File: src/verilog/fetch_defines.svh
`ifndef FETCH_DEFINES_SVH
`define FETCH_DEFINES_SVH

// In-flight fetch queue
`define FETCH_QUEUE_DEPTH 8
`define FETCH_QUEUE_AW 3	// log2 of the depth

// First fetch address out of reset
`define FETCH_RESET_VECTOR 32'h0000_0000

// PSR privilege pair, kernel when both clear
`define PSR_KERNEL_LO 5
`define PSR_KERNEL_HI 6

// Immediate branch opcode in bits 30 to 21
`define OC_B 10'h0c4

`endif
File: src/verilog/fetch_pkg.sv
package fetch_pkg;

	// Request toward instruction memory
	typedef struct packed {
		logic [31:0] addr;
		logic epoch;	// Returned with the word
	} fetch_req_t;

	// Address queue slot, one per request in flight
	typedef struct packed {
		logic [31:0] addr;
		logic kernel;
		logic epoch;
	} queue_entry_t;

	// Branch format of an instruction word
	typedef struct packed {
		logic spare;
		logic [9:0] opcode;
		logic signed [20:0] disp;	// Word displacement
	} inst_branch_t;

	// Same 32 bits, raw or as a branch
	typedef union packed {
		logic [31:0] raw;
		inst_branch_t br;
	} inst_word_u;

	// Word handed to decode
	typedef struct packed {
		logic [31:0] inst;
		logic [31:0] pc;	// Fetch address plus 4
		logic kernel;
		logic predict;	// Static taken guess
	} next_inst_t;

	// Fetch redirect from predecode
	typedef struct packed {
		logic valid;
		logic [31:0] target;
	} redirect_t;

endpackage

File: src/verilog/fetch_top.sv
module fetch_top(
	input wire iCLOCK,
	input wire reset,
	input wire set_pc_valid,
	input wire [31:0] set_pc,
	input wire hold,
	input wire [31:0] sysreg_psr,
	input wire fetch_lock,	// Memory not ready
	input wire mem_valid,
	input wire [31:0] mem_inst,
	input wire mem_epoch,
	input wire next_lock,	// Decode stall
	output fetch_pkg::fetch_req_t fetch_req,
	output logic fetch_req_valid,
	output logic mem_lock,
	output fetch_pkg::next_inst_t next,
	output logic next_valid
);

	fetch_pkg::redirect_t redirect;
	fetch_pkg::queue_entry_t entry;
	fetch_pkg::queue_entry_t head;
	logic epoch;
	logic queue_full;
	logic queue_empty;
	logic pop;
	logic queue_flush;

	// Jump or predicted branch invalidates everything in flight
	assign queue_flush = set_pc_valid || redirect.valid;

	fetch_pc_gen u_pc_gen(
		.iCLOCK(iCLOCK),
		.reset(reset),
		.set_pc_valid(set_pc_valid),
		.set_pc(set_pc),
		.hold(hold),
		.sysreg_psr(sysreg_psr),
		.redirect(redirect),
		.fetch_lock(fetch_lock),
		.queue_full(queue_full),
		.fetch_req(fetch_req),
		.fetch_req_valid(fetch_req_valid),
		.entry(entry),
		.epoch(epoch)
	);

	fetch_addr_queue u_addr_queue(
		.iCLOCK(iCLOCK),
		.reset(reset),
		.flush(queue_flush),
		.wr_en(fetch_req_valid),	// Every issued request is tracked
		.wr_data(entry),
		.rd_en(pop),
		.rd_data(head),
		.full(queue_full),
		.empty(queue_empty)
	);

	fetch_next_stage u_next_stage(
		.iCLOCK(iCLOCK),
		.reset(reset),
		.set_pc_valid(set_pc_valid),
		.mem_valid(mem_valid),
		.mem_inst(mem_inst),
		.mem_epoch(mem_epoch),
		.epoch(epoch),
		.head(head),
		.queue_empty(queue_empty),
		.next_lock(next_lock),
		.pop(pop),
		.redirect(redirect),
		.mem_lock(mem_lock),
		.next(next),
		.next_valid(next_valid)
	);

endmodule

File: src/verilog/fetch_next_stage.sv
`include "fetch_defines.svh"

module fetch_next_stage(
	input wire iCLOCK,
	input wire reset,
	input wire set_pc_valid,	// Jump clears the output
	input wire mem_valid,
	input wire [31:0] mem_inst,
	input wire mem_epoch,
	input wire epoch,
	input fetch_pkg::queue_entry_t head,
	input wire queue_empty,
	input wire next_lock,
	output logic pop,
	output fetch_pkg::redirect_t redirect,
	output logic mem_lock,
	output fetch_pkg::next_inst_t next,
	output logic next_valid
);

	fetch_pkg::inst_word_u word;
	fetch_pkg::next_inst_t b_next;
	logic b_next_valid;
	logic current;	// Return belongs to the live epoch
	logic accept;
	logic is_branch;

	always_comb begin
		word.raw = mem_inst;
		current = mem_valid && (mem_epoch == epoch);
		accept = current && !next_lock;
		// Forward immediate branch, predicted taken
		is_branch = (word.br.opcode == `OC_B) && (word.br.disp > 0);
	end

	// Stale returns stay off the queue, it was flushed with their epoch
	assign pop = accept;

	assign redirect.valid = accept && is_branch && !set_pc_valid;
	assign redirect.target = head.addr +
		{{9{word.br.disp[20]}}, word.br.disp, 2'b00};	// Words to bytes

	// Memory return register freezes along with decode
	assign mem_lock = next_lock;

	always_ff @(posedge iCLOCK) begin
		if (reset) begin
			b_next_valid <= 1'b0;
		end else if (set_pc_valid) begin
			b_next_valid <= 1'b0;	// Older word is dead
		end else if (!next_lock) begin
			b_next_valid <= accept;
		end
	end

	// Payload, valid says whether it means anything
	always_ff @(posedge iCLOCK) begin
		if (accept) begin
			b_next.inst <= word.raw;
			b_next.pc <= head.addr + 32'd4;
			b_next.kernel <= head.kernel;
			b_next.predict <= is_branch;	// Branch itself still goes out
		end
	end

	assign next = b_next;
	assign next_valid = b_next_valid;

	// A live return always has its request waiting in the queue
	a_return_has_entry: assert property (@(posedge iCLOCK) disable iff (reset)
		current |-> !queue_empty);

	// Queue head and return must come from the same epoch
	a_head_epoch: assert property (@(posedge iCLOCK) disable iff (reset)
		accept |-> head.epoch == epoch);

endmodule

File: src/verilog/fetch_addr_queue.sv
`include "fetch_defines.svh"

module fetch_addr_queue(
	input wire iCLOCK,
	input wire reset,
	input wire flush,
	input wire wr_en,
	input fetch_pkg::queue_entry_t wr_data,
	input wire rd_en,
	output fetch_pkg::queue_entry_t rd_data,
	output logic full,
	output logic empty
);

	fetch_pkg::queue_entry_t mem [`FETCH_QUEUE_DEPTH];
	logic [`FETCH_QUEUE_AW-1:0] b_wr_ptr;
	logic [`FETCH_QUEUE_AW-1:0] b_rd_ptr;
	logic [`FETCH_QUEUE_AW:0] b_count;	// One extra bit for full
	logic do_wr;
	logic do_rd;

	assign do_wr = wr_en && !full;
	assign do_rd = rd_en && !empty;

	// Storage, written only
	always_ff @(posedge iCLOCK) begin
		if (do_wr) begin
			mem[b_wr_ptr] <= wr_data;
		end
	end

	always_ff @(posedge iCLOCK) begin
		if (reset || flush) begin	// Flush drops everything in one cycle
			b_wr_ptr <= '0;
			b_rd_ptr <= '0;
			b_count <= '0;
		end else begin
			if (do_wr) begin
				b_wr_ptr <= b_wr_ptr + 1'b1;	// Wraps at the depth
			end
			if (do_rd) begin
				b_rd_ptr <= b_rd_ptr + 1'b1;
			end
			case ({do_wr, do_rd})
				2'b10: b_count <= b_count + 1'b1;
				2'b01: b_count <= b_count - 1'b1;
				default: b_count <= b_count;	// Both or neither
			endcase
		end
	end

	// Show-ahead, head visible without a read
	assign rd_data = mem[b_rd_ptr];
	assign full = b_count == (`FETCH_QUEUE_AW+1)'(`FETCH_QUEUE_DEPTH);
	assign empty = b_count == '0;

	// Producer must stop at full
	a_no_write_full: assert property (@(posedge iCLOCK) disable iff (reset)
		wr_en && !flush |-> !full);

	// Consumer pops only what was requested
	a_no_read_empty: assert property (@(posedge iCLOCK) disable iff (reset)
		rd_en && !flush |-> !empty);

endmodule

File: src/verilog/fetch_pc_gen.sv
`include "fetch_defines.svh"

module fetch_pc_gen(
	input wire iCLOCK,
	input wire reset,
	input wire set_pc_valid,	// Jump
	input wire [31:0] set_pc,
	input wire hold,
	input wire [31:0] sysreg_psr,
	input fetch_pkg::redirect_t redirect,
	input wire fetch_lock,
	input wire queue_full,
	output fetch_pkg::fetch_req_t fetch_req,
	output logic fetch_req_valid,
	output fetch_pkg::queue_entry_t entry,
	output logic epoch
);

	localparam logic ST_IDLE = 1'b0;
	localparam logic ST_READ = 1'b1;

	logic state;	// Next state
	logic b_state;
	logic [31:0] b_pc;
	logic b_epoch;

	// Jump restarts reading at once, hold parks in idle
	always_comb begin
		if (set_pc_valid) begin
			state = ST_READ;
		end else if (redirect.valid) begin
			state = b_state;	// Keep going from the target
		end else if (hold) begin
			state = ST_IDLE;
		end else begin
			state = ST_READ;	// Idle lasts one cycle
		end
	end

	always_ff @(posedge iCLOCK) begin
		if (reset) begin
			b_state <= ST_IDLE;
		end else begin
			b_state <= state;
		end
	end

	// No issue in a cycle that moves the PC elsewhere
	assign fetch_req_valid = (b_state == ST_READ) && !hold && !set_pc_valid &&
		!redirect.valid && !fetch_lock && !queue_full;

	always_ff @(posedge iCLOCK) begin
		if (reset) begin
			b_pc <= `FETCH_RESET_VECTOR;
		end else if (set_pc_valid) begin
			b_pc <= {set_pc[31:2], 2'b00};	// Force word alignment
		end else if (redirect.valid) begin
			b_pc <= redirect.target;
		end else if (fetch_req_valid) begin	// Already low under hold
			b_pc <= b_pc + 32'd4;
		end
	end

	// New epoch on every flush, older returns become stale
	always_ff @(posedge iCLOCK) begin
		if (reset) begin
			b_epoch <= 1'b0;
		end else if (set_pc_valid || redirect.valid) begin
			b_epoch <= !b_epoch;
		end
	end

	assign fetch_req.addr = b_pc;
	assign fetch_req.epoch = b_epoch;
	assign entry.addr = b_pc;
	assign entry.kernel = !(sysreg_psr[`PSR_KERNEL_HI] || sysreg_psr[`PSR_KERNEL_LO]);
	assign entry.epoch = b_epoch;
	assign epoch = b_epoch;

	// Jump and redirect targets keep the PC on word boundaries
	a_pc_aligned: assert property (@(posedge iCLOCK) disable iff (reset)
		b_pc[1:0] == 2'b00);

endmodule

File: config.mk
export PLATFORM = sky130hd
export DESIGN_NAME = fetch_top
export DESIGN_NICKNAME = d
export VERILOG_FILES = /design/src/verilog/fetch_pkg.sv /design/src/verilog/fetch_top.sv /design/src/verilog/fetch_next_stage.sv /design/src/verilog/fetch_addr_queue.sv /design/src/verilog/fetch_pc_gen.sv
export VERILOG_INCLUDE_DIRS = /design/src /design/src/verilog
export SDC_FILE = /design/constraint.sdc
export NUM_CORES = 1
export LEC_CHECK = 0
export BUFFER_PORTS_ARGS = -buffer_cell sky130_fd_sc_hd__buf_2
export CORE_MARGIN = 5
export CORE_UTILIZATION = 30
export DETAILED_ROUTE_END_ITERATION = 8
export MAX_ROUTING_LAYER = met4
export PLACE_DENSITY = 0.44
export SETUP_SLACK_MARGIN = 0.05
export SLEW_MARGIN = 10
export SYNTH_ARGS = -nofsm -noshare
export SYNTH_HDL_FRONTEND = slang
export SYNTH_SLANG_ARGS = --single-unit
File: constraint.sdc
create_clock -name iCLOCK -period 7.3 [get_ports iCLOCK]
set_clock_uncertainty 0.2 [all_clocks]
set_input_delay 1.825 -clock iCLOCK [delete_from_list [all_inputs] [get_ports iCLOCK]]
set_output_delay 1.825 -clock iCLOCK [all_outputs]
set_load 0.01 [all_outputs]
==> run metrics, run 1 <==
WP depth=8; Worst VDD drop=roughly 0.15 mV; CTS Buffer Depth=3; combinational share of power=0.055; CP most frequent cell=buf_2; final antenna-violating net count=0; crit-path cells=buf_2 > nor4bb_1 > nand4_1 > a311oi_4 > nor2_1 > nand2_1 > inv_1 > buf_2; routed len/inst=~23 um; most common cell after layout, fill and taps aside=edfxtp_1; first-pass GRT wire length=72.40 mm; FILL cells=5437; met3 wire length=3.011 mm; I/O Buffers=around 170; CP Capture Type=output port; Worst Setup Slack post-DPL=1.298 ns; P per Cell Area=234.5 nW/um2; Yosys reg bits=between 300 and 400; f_max=0.1666 GHz; Clk Latency, worst-skew pair=0.57 ns; highest metal used=met4; H-tree depth=2; GRT overflow=0; vias in the first global route=between 10000 and 15000; Worst path top cell family by delay=simple AND/OR/NAND/NOR gates; DR vias=10540; count of different cell masters after synthesis=between 80 and 90; initial antenna violation count=1; mapped cell area=17250 um2; Max Slew Vio Count=0; cells after synthesis=1163; met2 wire len=22.61 mm; Synth Area in Simple Gates=0.08603; DRC viols=0; Initial DRC Count=691; syn nets=about 1300; hold buffer count at CTS=0; vias per cell=4.940; IO Pins=just over 200; layout overhead on the synthesized area=17.41%; Fin Hold WS=0.2743 ns; clock power share=0.435; Detailed Routing Iterations Pass 1=5; Startpoint Class=primary input; final wirelength=49.45 mm; DRT met1 WL=22.80 mm; setup ws final=1.298 ns; internal power=3679 uW; Die H=249.8 um; crit path max-delay cell type=nand4_1; Slew @ Worst Pin=1.009 ns; Post-Synth Adder-Cell Area=0.02727; CTS root buf=clkbuf_16; hold path depth=2; worst r2r path cells=14; Max Fanout on Critical Path=13; fin nets=about 1500; num rows=87; postcts setup bufs=0; Post-Place Cell Area=roughly 19000 um2; Fin Setup TNS=0 ns; design area=20250 um2; Crit path largest cell delay=0.40 ns; initial core utilization=0.3041; crit path DAT=between 3 and 4 ns; Synth Area in XOR/XNOR=0.04011; Slew headroom=0.3240; run status=complete, no violations; Reg power frac=0.510; switch share=0.2253; clk sinks=378; Sw Pwr=1070 uW; Die Wd=249.8 um; Worst-path clk slew=0.06 ns; Post-synth EDFFs=330; Final period util=0.8222; synth warn=0; RSZ-0062 raised after global routing=no; GR Util All Layers=0.1588; full die area=62390 um2; prevailing post-synth register cell=edfxtp_1; mux contribution to synthesized area=0.1167; worst hold path type=flip-flop to flip-flop; worst setup path class=primary input to output port; worst path bufs/invs=3; share of cells above drive strength 1=0.2638; WP data required=5.28 ns; # setup viols final=0; largest net degree at the start of global routing=67; Post-CTS Resized=0; largest family of logic cells by synthesized area=multiplexers; P_leak=0.007246 uW; Final Hold Fails=0; most frequent cells in the layout=330 x edfxtp_1, 173 x buf_2, 81 x nand2_1, 70 x nor2_1, 55 x a21oi_1; CTS buffer count=44; Syn Area/Cell=14.83 um2; core box area=56710 um2; Compound-Gate Fraction of Synth Area=0.06325; CTS tree=done; GP Congestion=0.8155; placed wire-length estimate=33.89 mm; register area share after synthesis=0.6302; min Tclk post-route=6.002 ns; asr flop ratio synth=0; number of max-cap violations=0
==> power groups by stage <==
stage | logic (uW) | registers [uW] | clock network (uW)
floorplan | 152 | 2460 | 0
global placement | 264 | 2460 | 0
detailed placement | 263 | 2470 | 0
CTS | 265 | 2420 | 2130
global route | 287 | 2430 | 2230
finish | 261 | 2420 | 2070
==> registers in the layout, indices dropped and copies added (netlist names), named ones only <==
signal,cells
u_addr_queue.b_count,4
u_addr_queue.b_rd_ptr,3
u_addr_queue.b_wr_ptr,3
u_addr_queue.mem,264
u_next_stage.next,66
u_next_stage.next_valid,1
u_pc_gen.b_pc,30
u_pc_gen.b_state,1
u_pc_gen.epoch,1
==> Yosys cell counts, types with 5 or more instances <==
library cell    n  share of area
xnor2_1        53          0.027
nand2_1        81          0.018
and2_1          5         0.0018
dfxtp_1        48          0.056
a21o_1         13         0.0057
xor2_1         26          0.013
mux4_2         40          0.052
mux2i_1        23          0.013
inv_1          34         0.0074
and3_1         14         0.0051
o221ai_1        6         0.0030
nand4_1        10         0.0036
buf_2           7         0.0020
a211oi_1       11         0.0048
o211ai_1       10         0.0044
ha_1           36          0.026
nor3_1         26         0.0075
nor2_1         71          0.015
clkbuf_1       20         0.0044
mux4_1         26          0.040
edfxtp_1      330           0.57
buf_4          39          0.017
o21bai_1        5         0.0022
mux2_2         13         0.0085
a31oi_1         5         0.0018
a21oi_1        55          0.016
nor4_1          9         0.0033
nand3_1        25         0.0073
o21ai_0        23         0.0067
==> routing by layer <==
metal  GRT usage  vias up
met1      0.2167     5343
met3     0.03613       62
met5           -        -
met2      0.2418      277
met4     0.04124        0
li1            -     4856
==> cell type report <==
type / instances / area, um2 / share of cell area
repair buffers: 206 / 1139 / 0.05622
diodes: 1 / 2.502 / 0.0001236
well taps: 756 / 945.9 / 0.04671
flip-flops and latches: 378 / 10880 / 0.5371
clock inverters: 23 / 135.1 / 0.006672
inverters: 34 / 128.9 / 0.006364
multi-input cells: 678 / 5813 / 0.2870
clock buffers: 57 / 1211 / 0.05980
==> kinds of logic (layout without fill, tap and decap cells) <==
| kind of cell | Yosys count | count (layout) |
|---|---|---|
| buffers and inverters | 107 | 320 |
| muxes | 105 | 105 |
| AOI/OAI and AO/OA | 166 | 166 |
| other | 0 | 1 |
| xor gates and xnor gates | 79 | 79 |
| and+or+nand+nor | 291 | 291 |
| adders and majority gates | 37 | 37 |
| DFF | 378 | 378 |
==> through the flow <==
step                      utilization  instances  power [uW]
after floorplan                     -       1163        2612
after global placement         0.3333       2052        2729
after detailed placement       0.3333       2052        2730
after CTS                      0.3571       2132        4819
after global routing           0.3571       2133        4945
final                          0.3571       2133        4749
==> worst register-to-register path, stage by stage (launching register included) <==
cell	delay, ns
dfxtp_4	0.79
buf_4	0.39
mux4_2	0.55
mux2i_1	0.35
inv_1	0.09
ha_1	0.41
nand2_1	0.12
nor2_1	0.20
nand2_1	0.13
or3b_2	0.45
o21ai_0	0.46
o221ai_1	0.27
o21ai_0	0.32
mux2i_1	0.22
nand2_1	0.07
==> worst paths after layout <==
kind,slack [ns],end,start
hold reg to reg,0.27,u_next_stage.next_valid,u_next_stage.next_valid
setup reg to reg,2.18,u_pc_gen.b_pc[31],flip-flop
hold / removal,0.27,u_next_stage.next_valid,u_next_stage.next_valid
setup / recovery,1.30,fetch_req_valid,mem_inst[20]
(Power assumes the default switching activity.)
==> run 2, diff against run 1 <==
- clock period: 7.3 -> 5.03 ns (I/O delays scaled with it)
==> run metrics, run 2 (synthesized netlist as in run 1, its figures left out) <==
run status=complete, no violations; Initial DRC Count=661 (-4.3%); Post-CTS Resized=0 (unchanged); CTS Buffer Depth=3 (unchanged); GRT overflow=0 (unchanged); hold buffer count at CTS=0 (unchanged); core box area=56710 um2 (unchanged); CTS tree=done; most common cell after layout, fill and taps aside=edfxtp_1; initial antenna violation count=0 (-1); CP most frequent cell=nand2_1; routed len/inst=23.04 um (-0.63%); P_leak=0.007358 uW (+1.5%); worst path bufs/invs=4 (+1); Fin Hold WS=0.2985 ns (+0.02423 ns); crit-path cells=buf_12 > buf_4 > mux4_2 > mux2i_1 > inv_1 > ha_1 > nand2_1 > nor2_1 > nand2_1 > or3b_2 > o21ai_0 > o221ai_1 > o21ai_0 > buf_4 > mux2i_1 > nand2_1; FILL cells=5464 (+0.50%); # setup viols final=0 (unchanged); Die Wd=249.8 um (unchanged); largest net degree at the start of global routing=67 (unchanged); share of cells above drive strength 1=0.2759 (+0.01210); num rows=87 (unchanged); final wirelength=49.65 mm (+0.40%); Final Hold Fails=0 (unchanged); CTS buffer count=42 (-4.5%); Final period util=0.9270; hold path depth=2 (unchanged); crit path DAT=4.91 ns (+0.93 ns); Detailed Routing Iterations Pass 1=4 (-1); final antenna-violating net count=0 (unchanged); CP endpoint=u_pc_gen.b_pc[31]; WP data required=5.28 ns (about the same); Clk Latency, worst-skew pair=0.57 ns (about the same); initial core utilization=0.3041 (unchanged); Register Area=10880 um2 (unchanged); Slew headroom=0.3381 (+0.01415); fin nets=1507 (+1.6%); full die area=62390 um2 (unchanged); vias in the first global route=10820 (+0.74%); clk sinks=378 (unchanged); vias per cell=4.929 (-0.24%); first-pass GRT wire length=73.20 mm (+1.1%); Crit path largest cell delay=0.52 ns (+0.12 ns); postcts setup bufs=0 (unchanged); Worst VDD drop=0.2025 mV (+39%); Max Slew Vio Count=0 (unchanged); worst reg2reg setup slack=0.37 ns (-1.81 ns); DR vias=10620 (+0.79%); Inst Count DP=2078 (+1.3%); post-layout util=0.3617 (+0.004611); Top reg by flops=u_addr_queue.mem; final non-filler cell total=2155 (+1.0%); Max Fanout on Critical Path=22 (+9); CP Capture Type=flip-flop; placed wire-length estimate=33.82 mm (-0.19%); worst setup path class=flip-flop to flip-flop; CTS root buf=clkbuf_16; min Tclk post-route=around 4.7 ns; max FFs per register=264 (unchanged); I/O Buffers=173 (unchanged); worst r2r path cells=16 (+2); Worst R2R End=u_pc_gen.b_pc[31]; antenna fix cells=0 (-1); number of max-cap violations=0 (unchanged); DRC viols=0 (unchanged); H-tree depth=2 (unchanged); Worst-path clk slew=0.06 ns (about the same); Worst path top cell family by delay=multiplexers; area of the multi-input gates=5862 um2 (+0.84%); most frequent cells in the layout=330 x edfxtp_1, 173 x buf_2, 81 x nand2_1, 70 x nor2_1, 55 x a21oi_1; P per Cell Area=336.3 nW/um2 (+43%); crit path max-delay cell type=mux4_2; Slew @ Worst Pin=0.9928 ns (-0.01573 ns); Startpoint Class=flip-flop; f_max=roughly 0.21 GHz; Die H=249.8 um (unchanged); Fin Setup TNS=0 ns (unchanged); worst hold path type=flip-flop to flip-flop; IO Pins=206 (unchanged); GP Congestion=0.7966 (-2.3%); WP depth=16 (+8); RSZ-0062 raised after global routing=no; GR Util All Layers=0.1601 (+0.001313); layout overhead on the synthesized area=18.92%
-- run 2: cell type report --
type	instances	share of cell area
repair buffers	232	0.06685
inverters	34	0.006282
clock buffers	53	0.05636
clock inverters	24	0.008417
multi-input cells	678	0.2858
well taps	756	0.04611
flip-flops and latches	378	0.5302
-- run 2: where the power goes --
| part | leakage [uW] | internal, uW | total, uW | switching, uW |
|---|---|---|---|---|
| combinational | 0.00317 | 154 | 409 | 255 |
| clock | 0.000644 | 1730 | 2990 | 1260 |
| sequential | 0.00354 | 3450 | 3500 | 50.0 |
| total | 0.00736 | 5340 | 6900 | 1560 |
-- run 2: worst reg2reg max path: stages (launching register included) --
cell and delay [ns]:
dfxtp_4 0.50, buf_12 0.26, buf_4 0.29, mux4_2 0.52, mux2i_1 0.30, inv_1 0.08, ha_1 0.30, nand2_1 0.09
nor2_1 0.16, nand2_1 0.12, or3b_2 0.45, o21ai_0 0.40, o221ai_1 0.25, o21ai_0 0.25, buf_4 0.16, mux2i_1 0.17
nand2_1 0.06
-- run 2: stage by stage --
step                area (um2)  total power (uW)  worst slack (ns)
global route             20510              7160           0.05060
global placement         19180              3983            0.3300
finish                   20510              6899            0.3671
detailed placement       19180              3985            0.3417
CTS                      20510              6992            0.3108
floorplan                17290              3791          0.003802
-- run 2: worst min path at each step --
stage / endpoint / from
global route: u_next_stage.next_valid / u_next_stage.next_valid
CTS: u_next_stage.next_valid / u_next_stage.next_valid
floorplan: u_addr_queue.b_count[3] / u_addr_queue.b_count[3]
global placement: u_next_stage.next_valid / u_next_stage.next_valid
detailed placement: u_next_stage.next_valid / u_next_stage.next_valid
finish: u_next_stage.next_valid / u_next_stage.next_valid
-- run 2: layer usage --
layer | routed length [um] | vias up | part of all wire | global-route usage
li1 | - | 4895 | - | -
met1 | 23640 | 5392 | 0.48 | 0.2270
met2 | 22430 | 280 | 0.45 | 0.2402
met3 | 2817 | 54 | 0.057 | 0.03186
met4 | 762 | 0 | 0.015 | 0.03590
met5 | 0 | - | 0 | -
